==> src/csr_cfg.svh <==
`ifndef CSR_CFG_SVH
`define CSR_CFG_SVH

// clocks per time tick, 50 MHz core clock gives a 1 kHz time base
`define CSR_TIME_DIV 50000

`define CSR_XLEN 32

// user counter addresses, low halves
`define CSR_ADDR_CYCLE    12'hC00
`define CSR_ADDR_TIME     12'hC01
`define CSR_ADDR_INSTRET  12'hC02

// high halves
`define CSR_ADDR_CYCLEH   12'hC80
`define CSR_ADDR_TIMEH    12'hC81
`define CSR_ADDR_INSTRETH 12'hC82

`endif

==> src/csr_pkg.sv <==
`include "csr_cfg.svh"

package csr_pkg;

  // major opcode of the SYSTEM group
  typedef enum logic [6:0] {
    OPC_SYSTEM = 7'b1110011
  } csr_opcode_e;

  typedef enum logic [2:0] {
    F3_PRIV = 3'b000, // ecall, ebreak, xret
    F3_RW   = 3'b001,
    F3_RS   = 3'b010,
    F3_RC   = 3'b011,
    F3_RSV  = 3'b100,
    F3_RWI  = 3'b101,
    F3_RSI  = 3'b110,
    F3_RCI  = 3'b111
  } csr_funct3_e;

  typedef enum logic [1:0] {
    CSR_OP_WRITE = 2'd0,
    CSR_OP_SET   = 2'd1,
    CSR_OP_CLEAR = 2'd2
  } csr_op_e;

  typedef struct packed {
    logic                 vld;
    csr_op_e              op;
    logic [11:0]          addr;
    logic                 write; // low for set/clear with a zero source
    logic [`CSR_XLEN-1:0] wdata;
    logic [`CSR_XLEN-1:0] mask;
    logic [4:0]           rd;
  } csr_req_t;

  typedef struct packed {
    logic                 ack;
    logic [`CSR_XLEN-1:0] rdata;
    logic [4:0]           rd;
  } csr_rsp_t;

endpackage

==> src/csr_decode.sv <==
`include "csr_cfg.svh"

module csr_decode import csr_pkg::*; (
  input  logic                 clk,
  input  logic                 rst,
  input  logic                 instr_vld,
  input  logic [31:0]          instr,
  input  logic [`CSR_XLEN-1:0] rs1_data,
  output csr_req_t             req,
  output logic                 illegal
);

  csr_funct3_e          funct3;
  csr_op_e              op;
  logic                 is_csr;
  logic                 is_imm;
  logic [4:0]           src_idx;
  logic [`CSR_XLEN-1:0] src;
  csr_req_t             req_d;

  assign funct3  = csr_funct3_e'(instr[14:12]);
  assign src_idx = instr[19:15];  // rs1 index or uimm
  assign is_imm  = instr[14];

  // immediate forms use the zero-extended 5-bit field
  assign src = is_imm ? {{(`CSR_XLEN-5){1'b0}}, src_idx} : rs1_data;

  always_comb begin
    is_csr = 1'b1;
    op     = CSR_OP_WRITE;
    case (funct3)
      F3_RW, F3_RWI: op = CSR_OP_WRITE;
      F3_RS, F3_RSI: op = CSR_OP_SET;
      F3_RC, F3_RCI: op = CSR_OP_CLEAR;
      default:       is_csr = 1'b0;
    endcase
    if (instr[6:0] != OPC_SYSTEM) begin
      is_csr = 1'b0;
    end
  end

  always_comb begin
    req_d.vld   = instr_vld & is_csr;
    req_d.op    = op;
    req_d.addr  = instr[31:20];
    req_d.rd    = instr[11:7];
    // x0 / zero immediate turns set and clear into a pure read
    req_d.write = (op == CSR_OP_WRITE) || (src_idx != 5'd0);
    case (op)
      CSR_OP_SET: begin
        req_d.mask  = src;
        req_d.wdata = src;
      end
      CSR_OP_CLEAR: begin
        req_d.mask  = src;
        req_d.wdata = '0;
      end
      default: begin
        req_d.mask  = '1;
        req_d.wdata = src;
      end
    endcase
  end

  always_ff @(posedge clk) begin
    req     <= req_d;
    illegal <= instr_vld & ~is_csr;
    if (rst) begin
      req.vld <= 1'b0;
      illegal <= 1'b0;
    end
  end

endmodule

==> src/csr_file.sv <==
`include "csr_cfg.svh"

module csr_file import csr_pkg::*; #(
  parameter int unsigned time_div = `CSR_TIME_DIV
) (
  input  logic     clk,
  input  logic     rst,
  input  csr_req_t req,
  input  logic     alu_vld,
  input  logic     alu_retired,
  output csr_rsp_t rsp
);

  localparam int CW = 2 * `CSR_XLEN;
  localparam int XL = `CSR_XLEN;

  logic [31:0]   prescale;
  logic          time_tick;
  logic          retire;
  logic          wr_en;

  logic [CW-1:0] cycle_cnt;
  logic [CW-1:0] time_cnt;
  logic [CW-1:0] instret_cnt;
  logic [CW-1:0] cycle_d;
  logic [CW-1:0] time_d;
  logic [CW-1:0] instret_d;

  logic [XL-1:0] old_half;
  logic [XL-1:0] wr_val;

  assign time_tick = (prescale == time_div - 1);
  assign retire    = alu_vld & alu_retired;
  assign wr_en     = req.vld & req.write;

  // addressed half before this cycle's update, zero when unknown
  always_comb begin
    case (req.addr)
      `CSR_ADDR_CYCLE:    old_half = cycle_cnt[XL-1:0];
      `CSR_ADDR_CYCLEH:   old_half = cycle_cnt[CW-1:XL];
      `CSR_ADDR_TIME:     old_half = time_cnt[XL-1:0];
      `CSR_ADDR_TIMEH:    old_half = time_cnt[CW-1:XL];
      `CSR_ADDR_INSTRET:  old_half = instret_cnt[XL-1:0];
      `CSR_ADDR_INSTRETH: old_half = instret_cnt[CW-1:XL];
      default:            old_half = '0;
    endcase
  end

  // masked bits come from wdata, the rest keep the old value
  assign wr_val = (old_half & ~req.mask) | (req.wdata & req.mask);

  always_comb begin
    cycle_d   = cycle_cnt + CW'(1);
    time_d    = time_tick ? time_cnt + CW'(1) : time_cnt;
    instret_d = retire ? instret_cnt + CW'(1) : instret_cnt;

    // a write replaces only its own half, the other half keeps the count
    if (wr_en) begin
      case (req.addr)
        `CSR_ADDR_CYCLE:    cycle_d[XL-1:0]   = wr_val;
        `CSR_ADDR_CYCLEH:   cycle_d[CW-1:XL]  = wr_val;
        `CSR_ADDR_TIME:     time_d[XL-1:0]    = wr_val;
        `CSR_ADDR_TIMEH:    time_d[CW-1:XL]   = wr_val;
        `CSR_ADDR_INSTRET:  instret_d[XL-1:0] = wr_val;
        `CSR_ADDR_INSTRETH: instret_d[CW-1:XL] = wr_val;
        default: ;
      endcase
    end
  end

  always_ff @(posedge clk) begin
    if (rst) begin
      prescale    <= '0;
      cycle_cnt   <= '0;
      time_cnt    <= '0;
      instret_cnt <= '0;
    end else begin
      prescale    <= time_tick ? '0 : prescale + 32'd1;
      cycle_cnt   <= cycle_d;
      time_cnt    <= time_d;
      instret_cnt <= instret_d;
    end
  end

  // every request is acknowledged, write or not
  always_ff @(posedge clk) begin
    rsp.ack   <= req.vld;
    rsp.rdata <= old_half;
    rsp.rd    <= req.rd;
    if (rst) begin
      rsp.ack <= 1'b0;
    end
  end

endmodule

==> src/csr_result.sv <==
`include "csr_cfg.svh"

module csr_result import csr_pkg::*; (
  input  logic                 clk,
  input  logic                 rst,
  input  csr_rsp_t             rsp,
  input  logic                 illegal_in,
  output logic                 rd_we,
  output logic [4:0]           rd_addr,
  output logic [`CSR_XLEN-1:0] rd_data,
  output logic                 illegal
);

  logic illegal_q; // lines illegal up with the file stage

  always_ff @(posedge clk) begin
    if (rst) begin
      rd_we     <= 1'b0;
      illegal_q <= 1'b0;
      illegal   <= 1'b0;
    end else begin
      rd_we     <= rsp.ack & (rsp.rd != 5'd0); // no write to x0
      illegal_q <= illegal_in;
      illegal   <= illegal_q;
    end
  end

  always_ff @(posedge clk) begin
    rd_addr <= rsp.rd;
    rd_data <= rsp.rdata;
  end

endmodule

==> src/csr_unit.sv <==
`include "csr_cfg.svh"

module csr_unit import csr_pkg::*; (
  input  logic                 clk,
  input  logic                 rst,
  input  logic                 instr_vld,
  input  logic [31:0]          instr,
  input  logic [`CSR_XLEN-1:0] rs1_data,
  input  logic                 alu_vld,
  input  logic                 alu_retired,
  output logic                 rd_we,
  output logic [4:0]           rd_addr,
  output logic [`CSR_XLEN-1:0] rd_data,
  output logic                 illegal
);

  csr_req_t req;
  csr_rsp_t rsp;
  logic     dec_illegal;

  // decode -> file -> result, one register each
  csr_decode i_csr_decode (
    .clk       (clk),
    .rst       (rst),
    .instr_vld (instr_vld),
    .instr     (instr),
    .rs1_data  (rs1_data),
    .req       (req),
    .illegal   (dec_illegal)
  );

  csr_file #(
    .time_div (`CSR_TIME_DIV)
  ) i_csr_file (
    .clk         (clk),
    .rst         (rst),
    .req         (req),
    .alu_vld     (alu_vld),
    .alu_retired (alu_retired),
    .rsp         (rsp)
  );

  csr_result i_csr_result (
    .clk        (clk),
    .rst        (rst),
    .rsp        (rsp),
    .illegal_in (dec_illegal),
    .rd_we      (rd_we),
    .rd_addr    (rd_addr),
    .rd_data    (rd_data),
    .illegal    (illegal)
  );

endmodule

==> config.mk <==
export PLATFORM = sky130hd
export DESIGN_NAME = csr_unit
export DESIGN_NICKNAME = d
export VERILOG_FILES = /design/src/csr_pkg.sv /design/src/csr_decode.sv /design/src/csr_file.sv /design/src/csr_result.sv /design/src/csr_unit.sv
export VERILOG_INCLUDE_DIRS = /design/src /design/src/src
export SDC_FILE = /design/constraint.sdc
export NUM_CORES = 1
export LEC_CHECK = 0
export BUFFER_PORTS_ARGS = -buffer_cell sky130_fd_sc_hd__buf_2
export CAP_MARGIN = 5
export CORE_AREA = 2 2 223 225
export CTS_BUF_LIST = sky130_fd_sc_hd__clkbuf_4 sky130_fd_sc_hd__clkbuf_8
export DETAILED_ROUTE_END_ITERATION = 8
export DIE_AREA = 0 0 225 227
export PLACE_DENSITY = 0.64
export SYNTH_ARGS = -nofsm -noshare
export SYNTH_HDL_FRONTEND = slang
export SYNTH_HIERARCHICAL = 1
export SYNTH_SLANG_ARGS = --single-unit
==> constraint.sdc <==
create_clock -name clk -period 2.6 [get_ports clk]
set_input_delay 0.65 -clock clk [delete_from_list [all_inputs] [get_ports clk]]
set_output_delay 0.65 -clock clk [all_outputs]
set_load 0.005 [all_outputs]
==> results.sh, run 1 <==
export IMPL_switching_power_mw=3.257
export IMPL_worst_slack_ps=74.03
export IMPL_grt_max_degree=64
export IMPL_path_cells="or4_1 > o22a_1 > o22ai_1 > buf_4 > mux2i_1 > buf_4 > a21o_1 > a21oi_1"
export IMPL_die_x_um=225
export IMPL_cts_htree_levels=3
export IMPL_port_buffers=107
export IMPL_clockRootBuffer="clkbuf_8"
export IMPL_cts_buffer_depth=3
export IMPL_grt_pass1_vias=15870
export IMPL_cts_hold_buf=0
export IMPL_numCtsBuffers=68
export IMPL_status="complete, no violations"
export IMPL_fin_crit_ps=2526
export IMPL_worst_path_most_repeated_cell="buf_4"
export IMPL_ant_nets=0
export IMPL_ys_warn_count=6
export IMPL_initial_core_util=0.3774
export IMPL_drt_iter0_drc=1555
export IMPL_antenna_found_initial=1
export IMPL_synth_net_count=2118
export IMPL_drv_cap=0
export IMPL_dp_slack_ps=-110.5
export IMPL_place_gp_congestion=1.013
export IMPL_cts_num_sinks=386
export IMPL_row_count=81
export IMPL_cp_arrival_ps=3130
export IMPL_relSlewSlack=0.4564
export IMPL_die_area_sq_um=51080
export IMPL_post_route_util=0.4554
export IMPL_wl_um=69220
export IMPL_vias=16880
export IMPL_ir_drop_mv=0.3566
export IMPL_combPwrFrac=0.052
export IMPL_rsz0062_at_grt="false"
export IMPL_slowest_delay_ps=780
export IMPL_cp_depth=8
export IMPL_avgSynthCellArea_sq_um=8.959
export IMPL_p_leak_nw=8.615
export IMPL_power_internal_mw=9.796
export IMPL_cellPowerDensity_nw_per_um2=590.5
export IMPL_period_share=0.9715
export IMPL_fin_total_pwr_mw=13.05
export IMPL_core_area_sq_um=48550
export IMPL_slowest_stage="or4_1"
export IMPL_area_delta_synth_final_pct=20.66
export IMPL_drc=0
export IMPL_min_path_type="primary input to register"
export IMPL_clock_fmax_mhz=395.9
export IMPL_critPathMaxFanout=9
export IMPL_drive_above_1_share=0.1993
export IMPL_cts_tree="done"
export IMPL_cp_end_kind="register"
export IMPL_dp_hpwl_um=51290
export IMPL_wl_per_cell_um=23.62
export IMPL_grt_ovfl_total=0
export IMPL_grtUsageTotal=0.2688
export IMPL_criticalPathCategory="register to register"
export IMPL_seqPwrFrac=0.466
export IMPL_final_setup_tns_ps=0
export IMPL_io_pins=108
export IMPL_whs_path_depth=1
export IMPL_crit_required_ps=3200
export IMPL_switching_share=0.2495
export IMPL_hold_ws_ps=75.70
export IMPL_die_h_um=227
export IMPL_cp_start_kind="register"
export IMPL_ff2ff_path_depth=8
export IMPL_clock_latency_ps=680
export IMPL_finalHoldViolCount=0
export IMPL_setup_viol=0
export IMPL_worst_slew_pin_transition_ps=810.6
export IMPL_syn_inst=2045
export IMPL_slew_viol_final=0
export IMPL_worst_path_buf_inv=2
export IMPL_skew_ps=46.71
export IMPL_dr_pass1_iters=6
export IMPL_grt_pass1_wl_um=101900
export IMPL_p_clk_frac=0.481
export IMPL_path_clk_slew_ps=60
export IMPL_nets=2334
export IMPL_crit_family="compound AO/OA/AOI/OAI gates"
export IMPL_avgViaCountPerCell=5.758
export IMPL_netlist_area_sq_um=18320
registers in the layout (all words and copies together), names as in the netlist:
| name | cells |
|---|---|
| i_csr_file/prescale | 32 |
| i_csr_result/rd_data | 32 |
| i_csr_decode/req | 83 |
| i_csr_result/rd_addr | 5 |
| i_csr_result/illegal_q | 1 |
| i_csr_file/instret_cnt | 64 |
| i_csr_file/rsp | 38 |
| i_csr_file/time_cnt | 64 |
| i_csr_decode/illegal | 1 |
| i_csr_result/illegal | 1 |
| i_csr_result/rd_we | 1 |
| i_csr_file/cycle_cnt | 64 |
layout make-up:
type | count | area [sq um]
well taps | 622 | 778.2
flip-flops and latches | 386 | 7731
inverters | 24 | 90.09
multi-input cells | 1509 | 10010
clock buffers | 102 | 1291
clock inverters | 15 | 216.5
diodes | 1 | 2.502
repair buffers | 272 | 1984
fillers | 4683 | 26440
routing by layer:
metal / GRT usage / vias to the layer above / part of all wire
met5: 0 / - / 0
met4: 0.1495 / 0 / 0.060
met3: 0.05356 / 177 / 0.078
met2: 0.4127 / 809 / 0.44
met1: 0.3548 / 8108 / 0.43
li1: - / 7784 / -
power by group through the flow:
stage / Combinational, mW / Sequential, mW / Clock, mW
2_1_floorplan: 0.329 / 6.18 / 0
3_3_place_gp: 0.656 / 6.21 / 0
3_5_place_dp: 0.663 / 6.21 / 0
4_1_cts: 0.667 / 6.08 / 6.37
5_1_grt: 0.707 / 6.09 / 6.65
6_report: 0.681 / 6.09 / 6.28
layout by cell type, fill, tap and decap left out, types with 11 or more instances in the layout:
cell type    n
o22a_1      15
nand4_1     80
xnor2_1     79
buf_12      16
clkbuf_4    18
buf_4      148
a21o_1      21
a211oi_1   161
xor2_1     133
o31a_1      11
nand3_1     99
nand2b_1    42
nand2_1    130
inv_1       24
a21oi_1     26
and2_1      27
or2_2       16
nor4_1      35
buf_2      106
and3_1      38
and4_1      31
or3_1       13
clkbuf_8    84
mux2i_1     93
o22ai_1     25
dfxtp_1    385
nor2_1     277
nor3_1      52
stage by stage:
step | area [sq um] | cells
6_report | 22110 | 2931
5_1_grt | 22100 | 2930
4_1_cts | 22050 | 2927
3_5_place_dp | 20510 | 2810
3_3_place_gp | 20510 | 2810
2_1_floorplan | 18320 | 2045
what timing repair did:
item | CTS | global route
hold endpoints to repair | 0 | 0
resized for setup | 6 | 8
cloned | 0 | 0
buffers inserted | 0 | 3
endpoints found under the setup margin | 18 | 52
pin swaps | 0 | 1
worst paths after layout:
| kind | from | to | slack (ps) |
|---|---|---|---|
| setup / recovery | i_csr_decode/req[71]$_DFF_P_ | i_csr_file/time_cnt[43]$_SDFF_PP0_ | 70 |
| hold / removal | instr[30] | i_csr_decode/req[80]$_DFF_P_ | 80 |
| setup reg to reg | i_csr_decode/req[71]$_DFF_P_ | i_csr_file/time_cnt[43]$_SDFF_PP0_ | 70 |
| hold reg to reg | i_csr_file/rsp[12]$_DFF_P_ | i_csr_result/rd_data[7]$_DFF_P_ | 320 |
(Power assumes the default switching activity.)
==> inputs of run 2 (changes only) <==
--- a/config.mk
+++ b/config.mk
@@ -6,13 +6,14 @@
 export SDC_FILE = /design/constraint.sdc
 export NUM_CORES = 1
 export LEC_CHECK = 0
+export ABC_AREA = 1
 export BUFFER_PORTS_ARGS = -buffer_cell sky130_fd_sc_hd__buf_2
 export CAP_MARGIN = 5
-export CORE_AREA = 2 2 223 225
+export CORE_AREA = 2 2 244 246
 export CTS_BUF_LIST = sky130_fd_sc_hd__clkbuf_4 sky130_fd_sc_hd__clkbuf_8
 export DETAILED_ROUTE_END_ITERATION = 8
-export DIE_AREA = 0 0 225 227
-export PLACE_DENSITY = 0.64
+export DIE_AREA = 0 0 246 248
+export PLACE_DENSITY = 0.63
 export SYNTH_ARGS = -nofsm -noshare
 export SYNTH_HDL_FRONTEND = slang
 export SYNTH_HIERARCHICAL = 1
==> results.sh, run 2 <==
export IMPL_status="complete, no violations"
export IMPL_hold_ws_ps=57.23
export IMPL_rsz0062_at_grt="true"
export IMPL_cts_tree="done"
export IMPL_wl_per_cell_um=21.85
export IMPL_min_path_type="primary input to register"
export IMPL_vias=24370
export IMPL_relSlewSlack=0.5206
export IMPL_placed_cells=4397
export IMPL_ff2ff_path_depth=13
export IMPL_worst_path_most_repeated_cell="nand2_1"
export IMPL_cellPowerDensity_nw_per_um2=536.5
export IMPL_ys_warn_count=6
export IMPL_regMostFlops="i_csr_decode/req"
export IMPL_path_clk_slew_ps=60
export IMPL_avgSynthCellArea_sq_um=6.245
export IMPL_netlist_area_sq_um=21900
export IMPL_core_area_sq_um=58460
export IMPL_cts_num_sinks=386
export IMPL_ff2ff_setup_slack_ps=60
export IMPL_worst_slack_ps=60.51
export IMPL_cts_htree_levels=3
export IMPL_numCtsBuffers=72
export IMPL_cts_hold_buf=0
export IMPL_clock_fmax_mhz=393.8
export IMPL_dp_hpwl_um=77710
export IMPL_regArea_sq_um=7727
export IMPL_area_delta_synth_final_pct=16.76
export IMPL_dpl_instance_area_sq_um=23870
export IMPL_grt_ovfl_total=0
export IMPL_ir_drop_mv=0.5926
export IMPL_nFillCells=6342
export IMPL_nets=3774
export IMPL_drv_cap=0
export IMPL_hold_end="i_csr_decode/req[1]$_DFF_P_"
export IMPL_largest_register_ffs=83
export IMPL_drc=0
export IMPL_critPathMaxFanout=26
export IMPL_dr_pass1_iters=7
export IMPL_synth_net_count=3580
export IMPL_slowest_stage="inv_2"
export IMPL_antenna_found_initial=4
export IMPL_skew_ps=34.47
export IMPL_slowest_delay_ps=390
export IMPL_r2r_end="i_csr_file/time_cnt[11]$_SDFF_PP0_"
export IMPL_p_leak_nw=11.41
export IMPL_io_pins=108
export IMPL_finalHoldViolCount=0
export IMPL_grtUsageTotal=0.3221
export IMPL_cp_end_kind="register"
export IMPL_wl_um=99030
export IMPL_multi_input_area_sq_um=12220
export IMPL_drt_iter0_drc=2804
export IMPL_layout_cells_non_filler=4533
export IMPL_use_met2=0.4646
export IMPL_clockRootBuffer="clkbuf_8"
export IMPL_period_share=0.9767
export IMPL_drive_above_1_share=0.1457
export IMPL_met1_usage=0.4470
export IMPL_met3_usage=0.07007
export IMPL_grt_max_degree=52
export IMPL_criticalPathCategory="register to register"
export IMPL_cts_buffer_depth=3
export IMPL_timing_rr_start="i_csr_decode/req[73]$_DFF_P_"
export IMPL_hold_start="instr[8]"
export IMPL_slew_viol_final=0
export IMPL_crit_required_ps=3220
export IMPL_die_area_sq_um=61010
export IMPL_avgViaCountPerCell=5.376
export IMPL_row_count=89
export IMPL_path_cells="nor2_2 > nand2_1 > inv_2 > buf_4 > buf_4 > nand3_1 > o21ai_0 > inv_1 > nand3_1 > nand2_1 > nand2_1 > nand2_1 > nor2_1"
export IMPL_die_h_um=248
export IMPL_initial_core_util=0.3746
export IMPL_grt_pass1_wl_um=144000
export IMPL_worst_slew_pin_transition_ps=717.3
export IMPL_dp_slack_ps=32.64
export IMPL_fin_area_sq_um=25570
export IMPL_cp_start_kind="register"
export IMPL_layout_commonest_cell="nand2_1"
export IMPL_syn_inst=3507
export IMPL_ant_nets=0
export IMPL_gr_max_usage_layer="met2"
export IMPL_cp_arrival_ps=3160
export IMPL_place_gp_congestion=1.052
export IMPL_grt_pass1_vias=22240
export IMPL_whs_path_depth=1
export IMPL_fin_total_pwr_mw=13.72
export IMPL_die_x_um=246
export IMPL_final_cell_mix="1036 x nand2_1, 532 x nor2_1, 387 x nand3_1, 386 x dfxtp_1, 314 x inv_1"
export IMPL_clock_latency_ps=690
export IMPL_port_buffers=107
export IMPL_setup_viol=0
export IMPL_fin_crit_ps=2539
[run 2: area by class of cell]
type | count | share of cell area
clock buffers | 102 | 0.05196
repair buffers | 232 | 0.06644
clock inverters | 26 | 0.01248
diodes | 5 | 0.0004893
inverters | 341 | 0.05064
multi-input cells | 2668 | 0.4780
flip-flops and latches | 386 | 0.3022
well taps | 773 | 0.03782
[run 2: worst max path at each step]
| stage | from | endpoint | slack (ps) | cells past startpoint |
|---|---|---|---|---|
| final | i_csr_decode/req[73]$_DFF_P_ | i_csr_file/time_cnt[11]$_SDFF_PP0_ | 60 | 13 |
| after global routing | i_csr_decode/req[73]$_DFF_P_ | i_csr_file/time_cnt[11]$_SDFF_PP0_ | -40 | 13 |
| after CTS | i_csr_file/prescale[0]$_SDFF_PP0_ | i_csr_file/prescale[14]$_SDFF_PP0_ | 20 | 9 |
| after detailed placement | i_csr_file/prescale[0]$_SDFF_PP0_ | i_csr_file/prescale[14]$_SDFF_PP0_ | 30 | 9 |
| after global placement | alu_vld | i_csr_file/instret_cnt[34]$_SDFF_PP0_ | 80 | 10 |
| after floorplan | alu_vld | i_csr_file/instret_cnt[61]$_SDFF_PP0_ | 730 | 11 |
[run 2: through the flow]
stage | util | TNS (ps)
floorplan | - | 0
global placement | 0.4083 | 0
detailed placement | 0.4083 | 0
CTS | 0.4365 | 0
global route | 0.4372 | -59.66
finish | 0.4374 | 0
[run 2: report_power, final]
| group | leakage (nW) | switching [mW] | total (mW) | internal (mW) |
|---|---|---|---|---|
| Combinational | 7.40 | 0.582 | 0.840 | 0.257 |
| Sequential | 3.14 | 0.0388 | 6.05 | 6.01 |
| Clock | 0.874 | 2.89 | 6.83 | 3.94 |
| Total | 11.4 | 3.51 | 13.7 | 10.2 |
[run 2: what timing repair did]
action / in CTS / in global routing
gates resized for setup: 0 / 2
buffers inserted: 0 / 3
endpoints found under the hold margin: 0 / 0
endpoints found under the setup margin: 0 / 21
[run 2: critical path, delay by kind of cell, from the launching register on]
kind	cells	cell delay (ps)
AND/OR/NAND/NOR	8	1180
AO/OA/AOI/OAI	1	130
flip-flops	1	300
buffers and inverters	4	830
[run 2: metal layers]
layer | part of all wire | vias to the layer above | wire length, um
met4 | 0.053 | 4 | 5234
met5 | 0.00027 | - | 27
li1 | - | 11630 | -
met2 | 0.41 | 1344 | 40330
met1 | 0.43 | 11150 | 42880
met3 | 0.11 | 243 | 10560
